File: config.mk
export PLATFORM = sky130hd
export DESIGN_NAME = core_controller
export DESIGN_NICKNAME = d
export VERILOG_FILES = /design/src/logic/ctrl_pkg.sv /design/src/logic/exc_detect.sv /design/src/logic/irq_arbiter.sv /design/src/logic/ctrl_fsm.sv /design/src/logic/core_controller.sv
export SDC_FILE = /design/constraint.sdc
export NUM_CORES = 1
export LEC_CHECK = 0
export ABC_AREA = 1
export BUFFER_PORTS_ARGS = -buffer_cell sky130_fd_sc_hd__buf_4
export CORE_MARGIN = 3
export CORE_UTILIZATION = 40
export DETAILED_ROUTE_END_ITERATION = 6
export PLACE_DENSITY = 0.79
export SYNTH_ARGS = -nofsm -noshare
export SYNTH_HDL_FRONTEND = slang
export SYNTH_SLANG_ARGS = --single-unit
File: constraint.sdc
create_clock -name clk_i -period 1.6 [get_ports clk_i]
set_input_delay 0.08 -clock clk_i [delete_from_list [all_inputs] [get_ports clk_i]]
set_output_delay 0.08 -clock clk_i [all_outputs]
set_load 0.01 [all_outputs]
File: src/logic/ctrl_pkg.sv
// core controller package
// shared widths, selector and cause encodings, and the bundles
// passed between the controller blocks
`default_nettype none

package ctrl_pkg;

  ////////////////////////////////////////
  // widths
  ////////////////////////////////////////

  localparam int unsigned XLEN      = 32;
  localparam int unsigned FAST_IRQS = 15;
  localparam int unsigned FAST_ID_W = 4;
  localparam int unsigned CAUSE_W   = 6;

  ////////////////////////////////////////
  // encodings
  ////////////////////////////////////////

  // fetch address source
  typedef enum logic [1:0] {
    PC_BOOT = 2'd0,
    PC_JUMP = 2'd1,
    PC_EXC  = 2'd2,
    PC_ERET = 2'd3
  } pc_sel_e;

  // trap vector offset
  typedef enum logic {
    EXC_PC_EXC = 1'b0,
    EXC_PC_IRQ = 1'b1
  } exc_pc_sel_e;

  // top bit marks an interrupt, fast irq n is {2'b11, n}
  typedef enum logic [CAUSE_W-1:0] {
    EXC_CAUSE_INSN_ADDR_MISA     = 6'd0,
    EXC_CAUSE_INSTR_ACCESS_FAULT = 6'd1,
    EXC_CAUSE_ILLEGAL_INSN       = 6'd2,
    EXC_CAUSE_BREAKPOINT         = 6'd3,
    EXC_CAUSE_LOAD_ACCESS_FAULT  = 6'd5,
    EXC_CAUSE_STORE_ACCESS_FAULT = 6'd7,
    EXC_CAUSE_ECALL_UMODE        = 6'd8,
    EXC_CAUSE_ECALL_MMODE        = 6'd11,
    EXC_CAUSE_IRQ_SOFTWARE_M     = {1'b1, 5'd3},
    EXC_CAUSE_IRQ_TIMER_M        = {1'b1, 5'd7},
    EXC_CAUSE_IRQ_EXTERNAL_M     = {1'b1, 5'd11},
    EXC_CAUSE_IRQ_NM             = {1'b1, 5'd31}
  } exc_cause_e;

  typedef enum logic [1:0] {
    PRIV_LVL_U = 2'b00,
    PRIV_LVL_M = 2'b11
  } priv_lvl_e;

  ////////////////////////////////////////
  // bundles
  ////////////////////////////////////////

  // raw decoder flags, not yet qualified with valid
  typedef struct packed {
    logic illegal;
    logic ecall;
    logic mret;
    logic wfi;
    logic ebrk;
    logic csr_flush;
  } dec_flags_t;

  // contents of the IF-ID register
  typedef struct packed {
    logic            valid;
    logic [XLEN-1:0] instr;
    logic [15:0]     instr_c;
    logic            is_compressed;
    logic            fetch_err;
    logic            fetch_err_plus2;
    logic [XLEN-1:0] pc;
  } id_instr_t;

  // interrupt lines already masked by mie
  typedef struct packed {
    logic                 software;
    logic                 timer;
    logic                 external;
    logic [FAST_IRQS-1:0] fast;
  } irqs_t;

  typedef struct packed {
    exc_cause_e      cause;
    logic [XLEN-1:0] mtval;
  } exc_info_t;

  // special requests, all qualified with valid
  typedef struct packed {
    logic mret;
    logic wfi;
    logic flush_only;
    logic pc_change;
  } sys_req_t;

  // CSR file update strobes and trap data
  typedef struct packed {
    logic            save_if;
    logic            save_id;
    logic            restore_mret;
    logic            save_cause;
    exc_cause_e      cause;
    logic [XLEN-1:0] mtval;
  } csr_ctrl_t;

endpackage

`default_nettype wire

File: src/logic/exc_detect.sv
// exception detection for the ID stage
// qualifies decoder flags, flops the requests and picks the winning
// exception with its cause and trap value
`timescale 1ns/1ps
`default_nettype none

module exc_detect import ctrl_pkg::*; (
  input  logic            clk_i,
  input  logic            rst_ni,
  input  dec_flags_t      dec_i,
  input  id_instr_t       instr_i,
  input  priv_lvl_e       priv_mode_i,
  input  logic            mstatus_tw_i,
  input  logic            load_err_i,
  input  logic            store_err_i,
  input  logic [XLEN-1:0] lsu_addr_i,
  input  logic            in_flush_i,
  output logic            id_exception_o,
  output logic            exc_pending_o,
  output sys_req_t        sys_req_o,
  output exc_info_t       exc_info_o
);

  logic ecall, mret, wfi, ebrk, csr_flush, fetch_err;
  logic illegal_umode;
  logic illegal_d, illegal_q;
  logic exc_req_d, exc_req_q;
  logic load_err_q, store_err_q;
  logic fetch_err_prio, illegal_prio, ecall_prio, ebrk_prio, store_prio, load_prio;

  // decoder does not look at valid
  assign ecall     = dec_i.ecall     & instr_i.valid;
  assign mret      = dec_i.mret      & instr_i.valid;
  assign wfi       = dec_i.wfi       & instr_i.valid;
  assign ebrk      = dec_i.ebrk      & instr_i.valid;
  assign csr_flush = dec_i.csr_flush & instr_i.valid;
  assign fetch_err = instr_i.fetch_err & instr_i.valid;

  // mret and trapped wfi need M-mode
  assign illegal_umode = (priv_mode_i != PRIV_LVL_M) & (mret | (mstatus_tw_i & wfi));

  // requests drop while the FSM flushes so a handled one is not seen twice
  assign illegal_d = ((dec_i.illegal & instr_i.valid) | illegal_umode) & ~in_flush_i;
  assign exc_req_d = (ecall | ebrk | illegal_d | fetch_err) & ~in_flush_i;

  assign id_exception_o = exc_req_d;

  assign sys_req_o.mret       = mret;
  assign sys_req_o.wfi        = wfi;
  assign sys_req_o.flush_only = wfi | csr_flush;
  // LSU errors arrive without valid from ID
  assign sys_req_o.pc_change  = mret | exc_req_d | load_err_i | store_err_i;

  always_ff @(posedge clk_i or negedge rst_ni) begin
    if (!rst_ni) begin
      illegal_q   <= 1'b0;
      exc_req_q   <= 1'b0;
      load_err_q  <= 1'b0;
      store_err_q <= 1'b0;
    end else begin
      illegal_q   <= illegal_d;
      exc_req_q   <= exc_req_d;
      load_err_q  <= load_err_i & ~in_flush_i;
      store_err_q <= store_err_i & ~in_flush_i;
    end
  end

  assign exc_pending_o = exc_req_q | load_err_q | store_err_q;

  // fixed priority, fetch error first, load fault last
  always_comb begin
    fetch_err_prio = 1'b0;
    illegal_prio   = 1'b0;
    ecall_prio     = 1'b0;
    ebrk_prio      = 1'b0;
    store_prio     = 1'b0;
    load_prio      = 1'b0;
    if (fetch_err) begin
      fetch_err_prio = 1'b1;
    end else if (illegal_q) begin
      illegal_prio = 1'b1;
    end else if (ecall) begin
      ecall_prio = 1'b1;
    end else if (ebrk) begin
      ebrk_prio = 1'b1;
    end else if (store_err_q) begin
      store_prio = 1'b1;
    end else if (load_err_q) begin
      load_prio = 1'b1;
    end
  end

  // cause and trap value of the winner
  always_comb begin
    exc_info_o.cause = EXC_CAUSE_INSN_ADDR_MISA;
    exc_info_o.mtval = '0;
    if (fetch_err_prio) begin
      exc_info_o.cause = EXC_CAUSE_INSTR_ACCESS_FAULT;
      // error in the upper half of an unaligned fetch
      exc_info_o.mtval = instr_i.fetch_err_plus2 ? instr_i.pc + XLEN'(2) : instr_i.pc;
    end else if (illegal_prio) begin
      exc_info_o.cause = EXC_CAUSE_ILLEGAL_INSN;
      exc_info_o.mtval = instr_i.is_compressed ? {{(XLEN-16){1'b0}}, instr_i.instr_c} :
                                                 instr_i.instr;
    end else if (ecall_prio) begin
      exc_info_o.cause = (priv_mode_i == PRIV_LVL_M) ? EXC_CAUSE_ECALL_MMODE :
                                                       EXC_CAUSE_ECALL_UMODE;
    end else if (ebrk_prio) begin
      exc_info_o.cause = EXC_CAUSE_BREAKPOINT;
    end else if (store_prio) begin
      exc_info_o.cause = EXC_CAUSE_STORE_ACCESS_FAULT;
      exc_info_o.mtval = lsu_addr_i;
    end else if (load_prio) begin
      exc_info_o.cause = EXC_CAUSE_LOAD_ACCESS_FAULT;
      exc_info_o.mtval = lsu_addr_i;
    end
  end

  // a flopped request must still have exactly one winner a cycle later
  assert property (@(posedge clk_i) disable iff (!rst_ni)
    exc_pending_o |-> $onehot({fetch_err_prio, illegal_prio, ecall_prio,
                               ebrk_prio, store_prio, load_prio}));

endmodule

`default_nettype wire

File: src/logic/irq_arbiter.sv
// interrupt arbitration
// decides whether an interrupt is taken and encodes its cause
`timescale 1ns/1ps
`default_nettype none

module irq_arbiter import ctrl_pkg::*; (
  input  irqs_t      irqs_i,
  input  logic       irq_nm_i,
  input  logic       irq_pending_i,
  input  logic       mstatus_mie_i,
  input  logic       nmi_mode_i,
  output logic       irq_take_o,
  output exc_cause_e irq_cause_o,
  output logic       irq_nmi_o
);

  logic [FAST_ID_W-1:0] fast_id;

  // nested NMIs are not supported and nothing interrupts an NMI handler
  assign irq_take_o = ~nmi_mode_i & (irq_nm_i | (irq_pending_i & mstatus_mie_i));
  assign irq_nmi_o  = irq_nm_i & ~nmi_mode_i;

  // lowest index wins, so scan downwards
  always_comb begin
    fast_id = '0;
    for (int i = FAST_IRQS - 1; i >= 0; i--) begin
      if (irqs_i.fast[i]) begin
        fast_id = FAST_ID_W'(i);
      end
    end
  end

  ////////////////////////////////////////
  // cause encoding
  ////////////////////////////////////////

  // NMI, fast, external, software, timer
  always_comb begin
    irq_cause_o = EXC_CAUSE_INSN_ADDR_MISA;
    if (irq_nm_i) begin
      irq_cause_o = EXC_CAUSE_IRQ_NM;
    end else if (irqs_i.fast != '0) begin
      // bit 5 flags an interrupt, bit 4 adds 16 to the index
      irq_cause_o = exc_cause_e'({2'b11, fast_id});
    end else if (irqs_i.external) begin
      irq_cause_o = EXC_CAUSE_IRQ_EXTERNAL_M;
    end else if (irqs_i.software) begin
      irq_cause_o = EXC_CAUSE_IRQ_SOFTWARE_M;
    end else if (irqs_i.timer) begin
      irq_cause_o = EXC_CAUSE_IRQ_TIMER_M;
    end
  end

endmodule

`default_nettype wire

File: src/logic/ctrl_fsm.sv
// controller state machine
// boot, decode, flush and trap entry, interrupt entry and WFI sleep
// drives fetch redirection, CSR strobes and ID-stage stall and flush
`timescale 1ns/1ps
`default_nettype none

module ctrl_fsm import ctrl_pkg::*; (
  input  logic        clk_i,
  input  logic        rst_ni,
  input  logic        instr_valid_i,
  input  logic        stall_id_i,
  input  logic        branch_set_i,
  input  logic        jump_set_i,
  input  sys_req_t    sys_req_i,
  input  logic        exc_pending_i,
  input  exc_info_t   exc_info_i,
  input  logic        irq_take_i,
  input  exc_cause_e  irq_cause_i,
  input  logic        irq_nmi_i,
  input  logic        irq_pending_i,
  input  logic        irq_nm_i,
  output logic        in_flush_o,
  output logic        nmi_mode_o,
  output logic        ctrl_busy_o,
  output logic        controller_run_o,
  output logic        instr_req_o,
  output logic        pc_set_o,
  output pc_sel_e     pc_mux_o,
  output exc_pc_sel_e exc_pc_mux_o,
  output csr_ctrl_t   csr_o,
  output logic        id_in_ready_o,
  output logic        instr_valid_clear_o,
  output logic        flush_id_o
);

  typedef enum logic [2:0] {
    RESET, BOOT_SET, WAIT_SLEEP, SLEEP, FIRST_FETCH, DECODE, FLUSH, IRQ_TAKEN
  } ctrl_fsm_e;

  ctrl_fsm_e ctrl_fsm_cs, ctrl_fsm_ns;
  logic      nmi_mode_d, nmi_mode_q;
  logic      special_req;
  logic      halt_if, retain_id, flush_id;

  assign special_req = sys_req_i.pc_change | sys_req_i.flush_only;

  ////////////////////////////////////////
  // next state and outputs
  ////////////////////////////////////////

  always_comb begin
    ctrl_fsm_ns      = ctrl_fsm_cs;
    nmi_mode_d       = nmi_mode_q;
    instr_req_o      = 1'b1;
    ctrl_busy_o      = 1'b1;
    controller_run_o = 1'b0;
    // mux values only matter while pc_set_o is high
    pc_set_o         = 1'b0;
    pc_mux_o         = PC_BOOT;
    exc_pc_mux_o     = EXC_PC_IRQ;
    csr_o            = '0;
    csr_o.cause      = EXC_CAUSE_INSN_ADDR_MISA;
    halt_if          = 1'b0;
    retain_id        = 1'b0;
    flush_id         = 1'b0;

    unique case (ctrl_fsm_cs)
      RESET: begin
        instr_req_o = 1'b0;
        // no boot redirect while reset is still held
        pc_set_o    = rst_ni;
        ctrl_fsm_ns = BOOT_SET;
      end
      BOOT_SET: begin
        // boot address into the fetch PC
        pc_set_o    = 1'b1;
        ctrl_fsm_ns = FIRST_FETCH;
      end
      WAIT_SLEEP: begin
        ctrl_busy_o = 1'b0;
        instr_req_o = 1'b0;
        halt_if     = 1'b1;
        flush_id    = 1'b1;
        ctrl_fsm_ns = SLEEP;
      end
      SLEEP: begin
        instr_req_o = 1'b0;
        halt_if     = 1'b1;
        flush_id    = 1'b1;
        // wake on any pending line, even if globally disabled
        if (irq_nm_i || irq_pending_i) begin
          ctrl_fsm_ns = FIRST_FETCH;
        end else begin
          ctrl_busy_o = 1'b0;
        end
      end
      FIRST_FETCH: begin
        if (id_in_ready_o) begin
          ctrl_fsm_ns = DECODE;
        end
        // keep the current instruction, stop IF before redirect
        if (irq_take_i) begin
          ctrl_fsm_ns = IRQ_TAKEN;
          halt_if     = 1'b1;
        end
      end
      DECODE: begin
        controller_run_o = 1'b1;
        pc_mux_o         = PC_JUMP;
        // hold the instruction in ID so FLUSH can act on it
        if (special_req) begin
          retain_id   = 1'b1;
          ctrl_fsm_ns = FLUSH;
        end
        if (branch_set_i || jump_set_i) begin
          pc_set_o = 1'b1;
        end
        // irq waits for ID to drain
        if (irq_take_i) begin
          halt_if = 1'b1;
          if (!stall_id_i && !special_req && !instr_valid_i) begin
            ctrl_fsm_ns = IRQ_TAKEN;
          end
        end
      end
      FLUSH: begin
        halt_if     = 1'b1;
        flush_id    = 1'b1;
        ctrl_fsm_ns = DECODE;
        if (exc_pending_i) begin
          // trap entry, mepc from the PC in ID
          pc_set_o         = 1'b1;
          pc_mux_o         = PC_EXC;
          exc_pc_mux_o     = EXC_PC_EXC;
          csr_o.save_id    = 1'b1;
          csr_o.save_cause = 1'b1;
          csr_o.cause      = exc_info_i.cause;
          csr_o.mtval      = exc_info_i.mtval;
        end else if (sys_req_i.mret) begin
          pc_set_o           = 1'b1;
          pc_mux_o           = PC_ERET;
          csr_o.restore_mret = 1'b1;
          // handler return leaves NMI mode
          nmi_mode_d         = 1'b0;
        end else if (sys_req_i.wfi) begin
          ctrl_fsm_ns = WAIT_SLEEP;
        end
      end
      IRQ_TAKEN: begin
        pc_mux_o     = PC_EXC;
        exc_pc_mux_o = EXC_PC_IRQ;
        // line may have dropped since DECODE
        if (irq_take_i) begin
          pc_set_o         = 1'b1;
          csr_o.save_if    = 1'b1;
          csr_o.save_cause = 1'b1;
          csr_o.cause      = irq_cause_i;
          if (irq_nmi_i) begin
            nmi_mode_d = 1'b1;
          end
        end
        ctrl_fsm_ns = DECODE;
      end
      default: begin
        instr_req_o = 1'b0;
        ctrl_fsm_ns = RESET;
      end
    endcase
  end

  ////////////////////////////////////////
  // ID-stage handshake
  ////////////////////////////////////////

  assign id_in_ready_o = ~stall_id_i & ~halt_if & ~retain_id;
  // retained or stalled instructions keep valid unless flushed
  assign instr_valid_clear_o = ~(stall_id_i | retain_id) | flush_id;
  assign flush_id_o  = flush_id;
  assign in_flush_o  = (ctrl_fsm_cs == FLUSH);
  assign nmi_mode_o  = nmi_mode_q;

  always_ff @(posedge clk_i or negedge rst_ni) begin
    if (!rst_ni) begin
      ctrl_fsm_cs <= RESET;
      nmi_mode_q  <= 1'b0;
    end else begin
      ctrl_fsm_cs <= ctrl_fsm_ns;
      nmi_mode_q  <= nmi_mode_d;
    end
  end

  assert property (@(posedge clk_i) disable iff (!rst_ni)
    ctrl_fsm_cs inside {RESET, BOOT_SET, WAIT_SLEEP, SLEEP, FIRST_FETCH, DECODE, FLUSH,
                        IRQ_TAKEN});

  // a redirect out of FLUSH is a trap or a return requested in DECODE
  assert property (@(posedge clk_i) disable iff (!rst_ni)
    (pc_set_o && ctrl_fsm_cs == FLUSH) |->
      pc_mux_o inside {PC_EXC, PC_ERET} && $past(sys_req_i.pc_change));

endmodule

`default_nettype wire

File: src/logic/core_controller.sv
// main control unit of the two-stage core
// ties exception detection, interrupt arbitration and the FSM together
`timescale 1ns/1ps
`default_nettype none

module core_controller import ctrl_pkg::*; (
  input  logic            clk_i,
  input  logic            rst_ni,
  // decoder and IF-ID register
  input  dec_flags_t      dec_i,
  input  id_instr_t       instr_i,
  // LSU
  input  logic            load_err_i,
  input  logic            store_err_i,
  input  logic [XLEN-1:0] lsu_addr_i,
  // branch unit and ID stall
  input  logic            branch_set_i,
  input  logic            jump_set_i,
  input  logic            stall_id_i,
  // interrupts and privilege state
  input  irqs_t           irqs_i,
  input  logic            irq_nm_i,
  input  logic            irq_pending_i,
  input  logic            mstatus_mie_i,
  input  logic            mstatus_tw_i,
  input  priv_lvl_e       priv_mode_i,
  // fetch
  output logic            instr_req_o,
  output logic            pc_set_o,
  output pc_sel_e         pc_mux_o,
  output exc_pc_sel_e     exc_pc_mux_o,
  // ID stage
  output logic            id_in_ready_o,
  output logic            instr_valid_clear_o,
  output logic            flush_id_o,
  output logic            id_exception_o,
  // status and CSR file
  output logic            ctrl_busy_o,
  output logic            controller_run_o,
  output logic            nmi_mode_o,
  output csr_ctrl_t       csr_o
);

  logic       in_flush, exc_pending;
  sys_req_t   sys_req;
  exc_info_t  exc_info;
  logic       irq_take, irq_nmi;
  exc_cause_e irq_cause;

  exc_detect i_exc_detect (
    .clk_i          (clk_i),
    .rst_ni         (rst_ni),
    .dec_i          (dec_i),
    .instr_i        (instr_i),
    .priv_mode_i    (priv_mode_i),
    .mstatus_tw_i   (mstatus_tw_i),
    .load_err_i     (load_err_i),
    .store_err_i    (store_err_i),
    .lsu_addr_i     (lsu_addr_i),
    .in_flush_i     (in_flush),
    .id_exception_o (id_exception_o),
    .exc_pending_o  (exc_pending),
    .sys_req_o      (sys_req),
    .exc_info_o     (exc_info)
  );

  irq_arbiter i_irq_arbiter (
    .irqs_i        (irqs_i),
    .irq_nm_i      (irq_nm_i),
    .irq_pending_i (irq_pending_i),
    .mstatus_mie_i (mstatus_mie_i),
    .nmi_mode_i    (nmi_mode_o),
    .irq_take_o    (irq_take),
    .irq_cause_o   (irq_cause),
    .irq_nmi_o     (irq_nmi)
  );

  ctrl_fsm i_ctrl_fsm (
    .clk_i               (clk_i),
    .rst_ni              (rst_ni),
    .instr_valid_i       (instr_i.valid),
    .stall_id_i          (stall_id_i),
    .branch_set_i        (branch_set_i),
    .jump_set_i          (jump_set_i),
    .sys_req_i           (sys_req),
    .exc_pending_i       (exc_pending),
    .exc_info_i          (exc_info),
    .irq_take_i          (irq_take),
    .irq_cause_i         (irq_cause),
    .irq_nmi_i           (irq_nmi),
    .irq_pending_i       (irq_pending_i),
    .irq_nm_i            (irq_nm_i),
    .in_flush_o          (in_flush),
    .nmi_mode_o          (nmi_mode_o),
    .ctrl_busy_o         (ctrl_busy_o),
    .controller_run_o    (controller_run_o),
    .instr_req_o         (instr_req_o),
    .pc_set_o            (pc_set_o),
    .pc_mux_o            (pc_mux_o),
    .exc_pc_mux_o        (exc_pc_mux_o),
    .csr_o               (csr_o),
    .id_in_ready_o       (id_in_ready_o),
    .instr_valid_clear_o (instr_valid_clear_o),
    .flush_id_o          (flush_id_o)
  );

endmodule

`default_nettype wire

==> flow_summary.ini <==
[setup_path]
cpPeakStageDelay_ns = 0.44
cp_slowest_cell = dfrtp_2
crit_cells = 9
path_max_fanout = 5
r2r_cells = 11
crit_path_end = csr_o[22]
cp.required_ns = 1.52
crit_family = buffers and inverters
cp-startpoint = i_exc_detect.illegal_q
critPathArrivalTime_ns = 1.85
setup.reg_to_reg.worst_slack_ns = -0.03
end_kind = output port
r2r_start = i_ctrl_fsm.ctrl_fsm_cs[0]
start_kind = flip-flop
r2r_end = i_ctrl_fsm.nmi_mode_o
critical_path_buf_inv_count = 4
critPathKind = flip-flop to output port
crit_chain = nor2_8 > nand4_1 > inv_4 > buf_12 > nand2_4 > a21oi_2 > o211ai_1 > inv_1 > buf_6

[detailed_routing]
drcViolationCount = 0
dr_wl_met2_mm = 6.96
wl_met3_mm = 1.65
vias = 4831
wl_met1_mm = 5.34
finalWirelength_mm = 14.5
drtPass1Iterations = 5
highest_layer = met4
drt-vias-per-instance = 5.72
drtAntennaViolNets = 0
routedWlPerCell_um = 17.2
drtIter0Drc = 349

[synth]
syn-num-nets = 672
synth_top_area_share = 0.160
ys_seq_area_frac = 0.0719
synthCells = 518
yosys.area.top_type = nand2_1
ys_top_cells_by_area = nand2_1, inv_1, a21oi_1
synth_edf_count = 0
synthArstFlopShare = 1.00
syn_area_per_cell_um2 = 5.37
synth-seq-cells = 8
syn_area_um2 = 2780
ys.flop_type = dfrtp_1
synth_most_common_cell = nand2_1
synthTopCellsByCount = nand2_1, inv_1, nor2_1
synth_cell_types = 46
ys_warn_count = 0

[sta]
slew_headroom = 0.680
fmax_ghz = 0.517
drv_slew = 0
min_period_over_period = 1.21
rsz0062_at_grt = true
setup_viol = 50
period_minus_slack_ns = 1.93
hold_violations = 0
clock_skew_ns = 0.00180
worst_slack_ns = -0.335
tightest_slew_ns = 0.480

[grt]
grt_pass1_wl_mm = 19.8
antenna_found_initial = 0
grt_max_degree = 33
grt_pass1_vias = 4203
grt_overflow = 0
grt_use_total = 0.313

[layout]
post-route-util = 0.811
final_cells = 844
final_cell_area_um2 = 5300
area_growth_pct = 90.3
nNetsFinal = 923
antenna_cells = 0
layout-drive-gt1-share = 0.476

[run_status]
violations = negative setup slack
outcome = finished with violations

[cts]
cts_sinks = 8
clock_latency_ns = 0.23
cts_tree = yes
cts_buffers = 3
clockBufferDepth = 2
path_clk_slew_ns = 0.04
root_buffer = clkbuf_8
htreeDepth = 1

[floorplanning]
die_h_um = 89.4
fp.dieW_um = 89.4
die_area_um2 = 8000
floorplan.initialDensity = 0.426
num_rows = 29
core_area_um2 = 6530
pin_count = 207

[hold_path]
hp-class = input port to flip-flop
holdPathStages = 3

[place]
dpl.hpwl_mm = 10.9
placed_cell_area_um2 = 4650
portBuffers = 206
globalplace.congestion = 0.982
place_ws_ns = -0.145
dp_cells = 822

[pwr]
p_leak_nw = 2.75
fin_total_pwr_mw = 5.27
power_density_nw_per_um2 = 994
peakVddDrop_v = 0.00107

[job]
max_cap_viol_count = 0
worst min-delay path by stage:
stage	slack, ns	endpoint	startpoint
2_1_floorplan	-0.22	i_ctrl_fsm.ctrl_fsm_cs[0]	rst_ni
3_3_place_gp	-0.09	i_exc_detect.exc_req_q	rst_ni
3_5_place_dp	-0.09	i_exc_detect.exc_req_q	rst_ni
4_1_cts	0.05	i_exc_detect.store_err_q	store_err_i
5_1_grt	0.06	i_exc_detect.load_err_q	load_err_i
6_report	0.05	i_exc_detect.store_err_q	store_err_i
cell families (layout without fill, tap and decap cells):
| family | count (synthesis) | after routing | share of synthesized area |
|---|---|---|---|
| XOR/XNOR | 5 | 5 | 0.0157 |
| flip-flops | 8 | 8 | 0.0719 |
| AND/OR/NAND/NOR | 271 | 271 | 0.469 |
| adder cells (fa/ha/maj) | 1 | 1 | 0.00449 |
| AO/OA/AOI/OAI | 129 | 129 | 0.282 |
| buffers and inverters | 104 | 353 | 0.157 |
per-layer routing:
metal / vias to the layer above / GRT usage
li1: 2245 / -
met1: 2183 / 0.374
met2: 342 / 0.557
met3: 61 / 0.0636
met4: 0 / 0.0974
met5: - / 0
worst register-to-register path, cell delays in order (launching register included):
cell and delay, ns:
dfrtp_1 0.39, nor2_4 0.16, inv_4 0.06, nor2_8 0.11, inv_4 0.06, nor2_4 0.10
buf_12 0.16, clkinvlp_4 0.19, nand3_4 0.13, buf_6 0.11, nand2_2 0.04, o21ai_1 0.06
stage by stage:
step	TNS [ns]	hold WS [ns]
2_1_floorplan	0	-0.216
3_3_place_gp	-0.450	-0.0871
3_5_place_dp	-1.57	-0.0885
4_1_cts	-6.91	0.0517
5_1_grt	-14.63	0.0630
6_report	-10.38	0.0466
repair_timing:
action / CTS / global route
buffers inserted: 10 / 7
hold buffers: 1 / 0
cloned: 1 / 5
resized for setup: 50 / 53
pin swaps: 2 / 26
setup endpoints to repair: 47 / 51
endpoints found under the hold margin: 8 / 0
report_power, final:
group	switching, mW	internal [mW]	total, mW
clock network	0.0812	0.163	0.244
registers	0.0512	0.263	0.315
logic	2.32	2.38	4.71
layout make-up:
cell class | count | area, um^2
Multi-Input combinational cell | 406 | 2400
Timing Repair Buffer | 266 | 2230
Fill cell | 469 | 1230
Inverter | 83 | 327
Sequential cell | 8 | 201
Tap cell | 77 | 96.3
Clock buffer | 3 | 41.3
Timing Repair inverter | 1 | 7.51
state kept, by name (all words and copies together) (netlist names):
name                      cells
i_exc_detect.store_err_q      1
i_ctrl_fsm.nmi_mode_o         1
i_exc_detect.illegal_q        1
i_exc_detect.load_err_q       1
i_exc_detect.exc_req_q        1
i_ctrl_fsm.ctrl_fsm_cs        3
layout by cell type (no fill, tap or decap), types with 11 or more instances in the layout:
| cell | netlist | routed |
|---|---|---|
| nor3_1 | 15 | 13 |
| a221o_1 | 11 | 11 |
| nand4_1 | 11 | 11 |
| a21oi_1 | 44 | 32 |
| inv_2 | 15 | 13 |
| nand2_1 | 119 | 108 |
| a21oi_2 | 0 | 12 |
| buf_4 | 3 | 230 |
| o21ai_0 | 27 | 23 |
| o21ai_1 | 18 | 14 |
| nand3_1 | 33 | 29 |
| inv_1 | 67 | 63 |
| buf_6 | 2 | 27 |
| nor2_1 | 58 | 52 |
(Power assumes the default switching activity.)
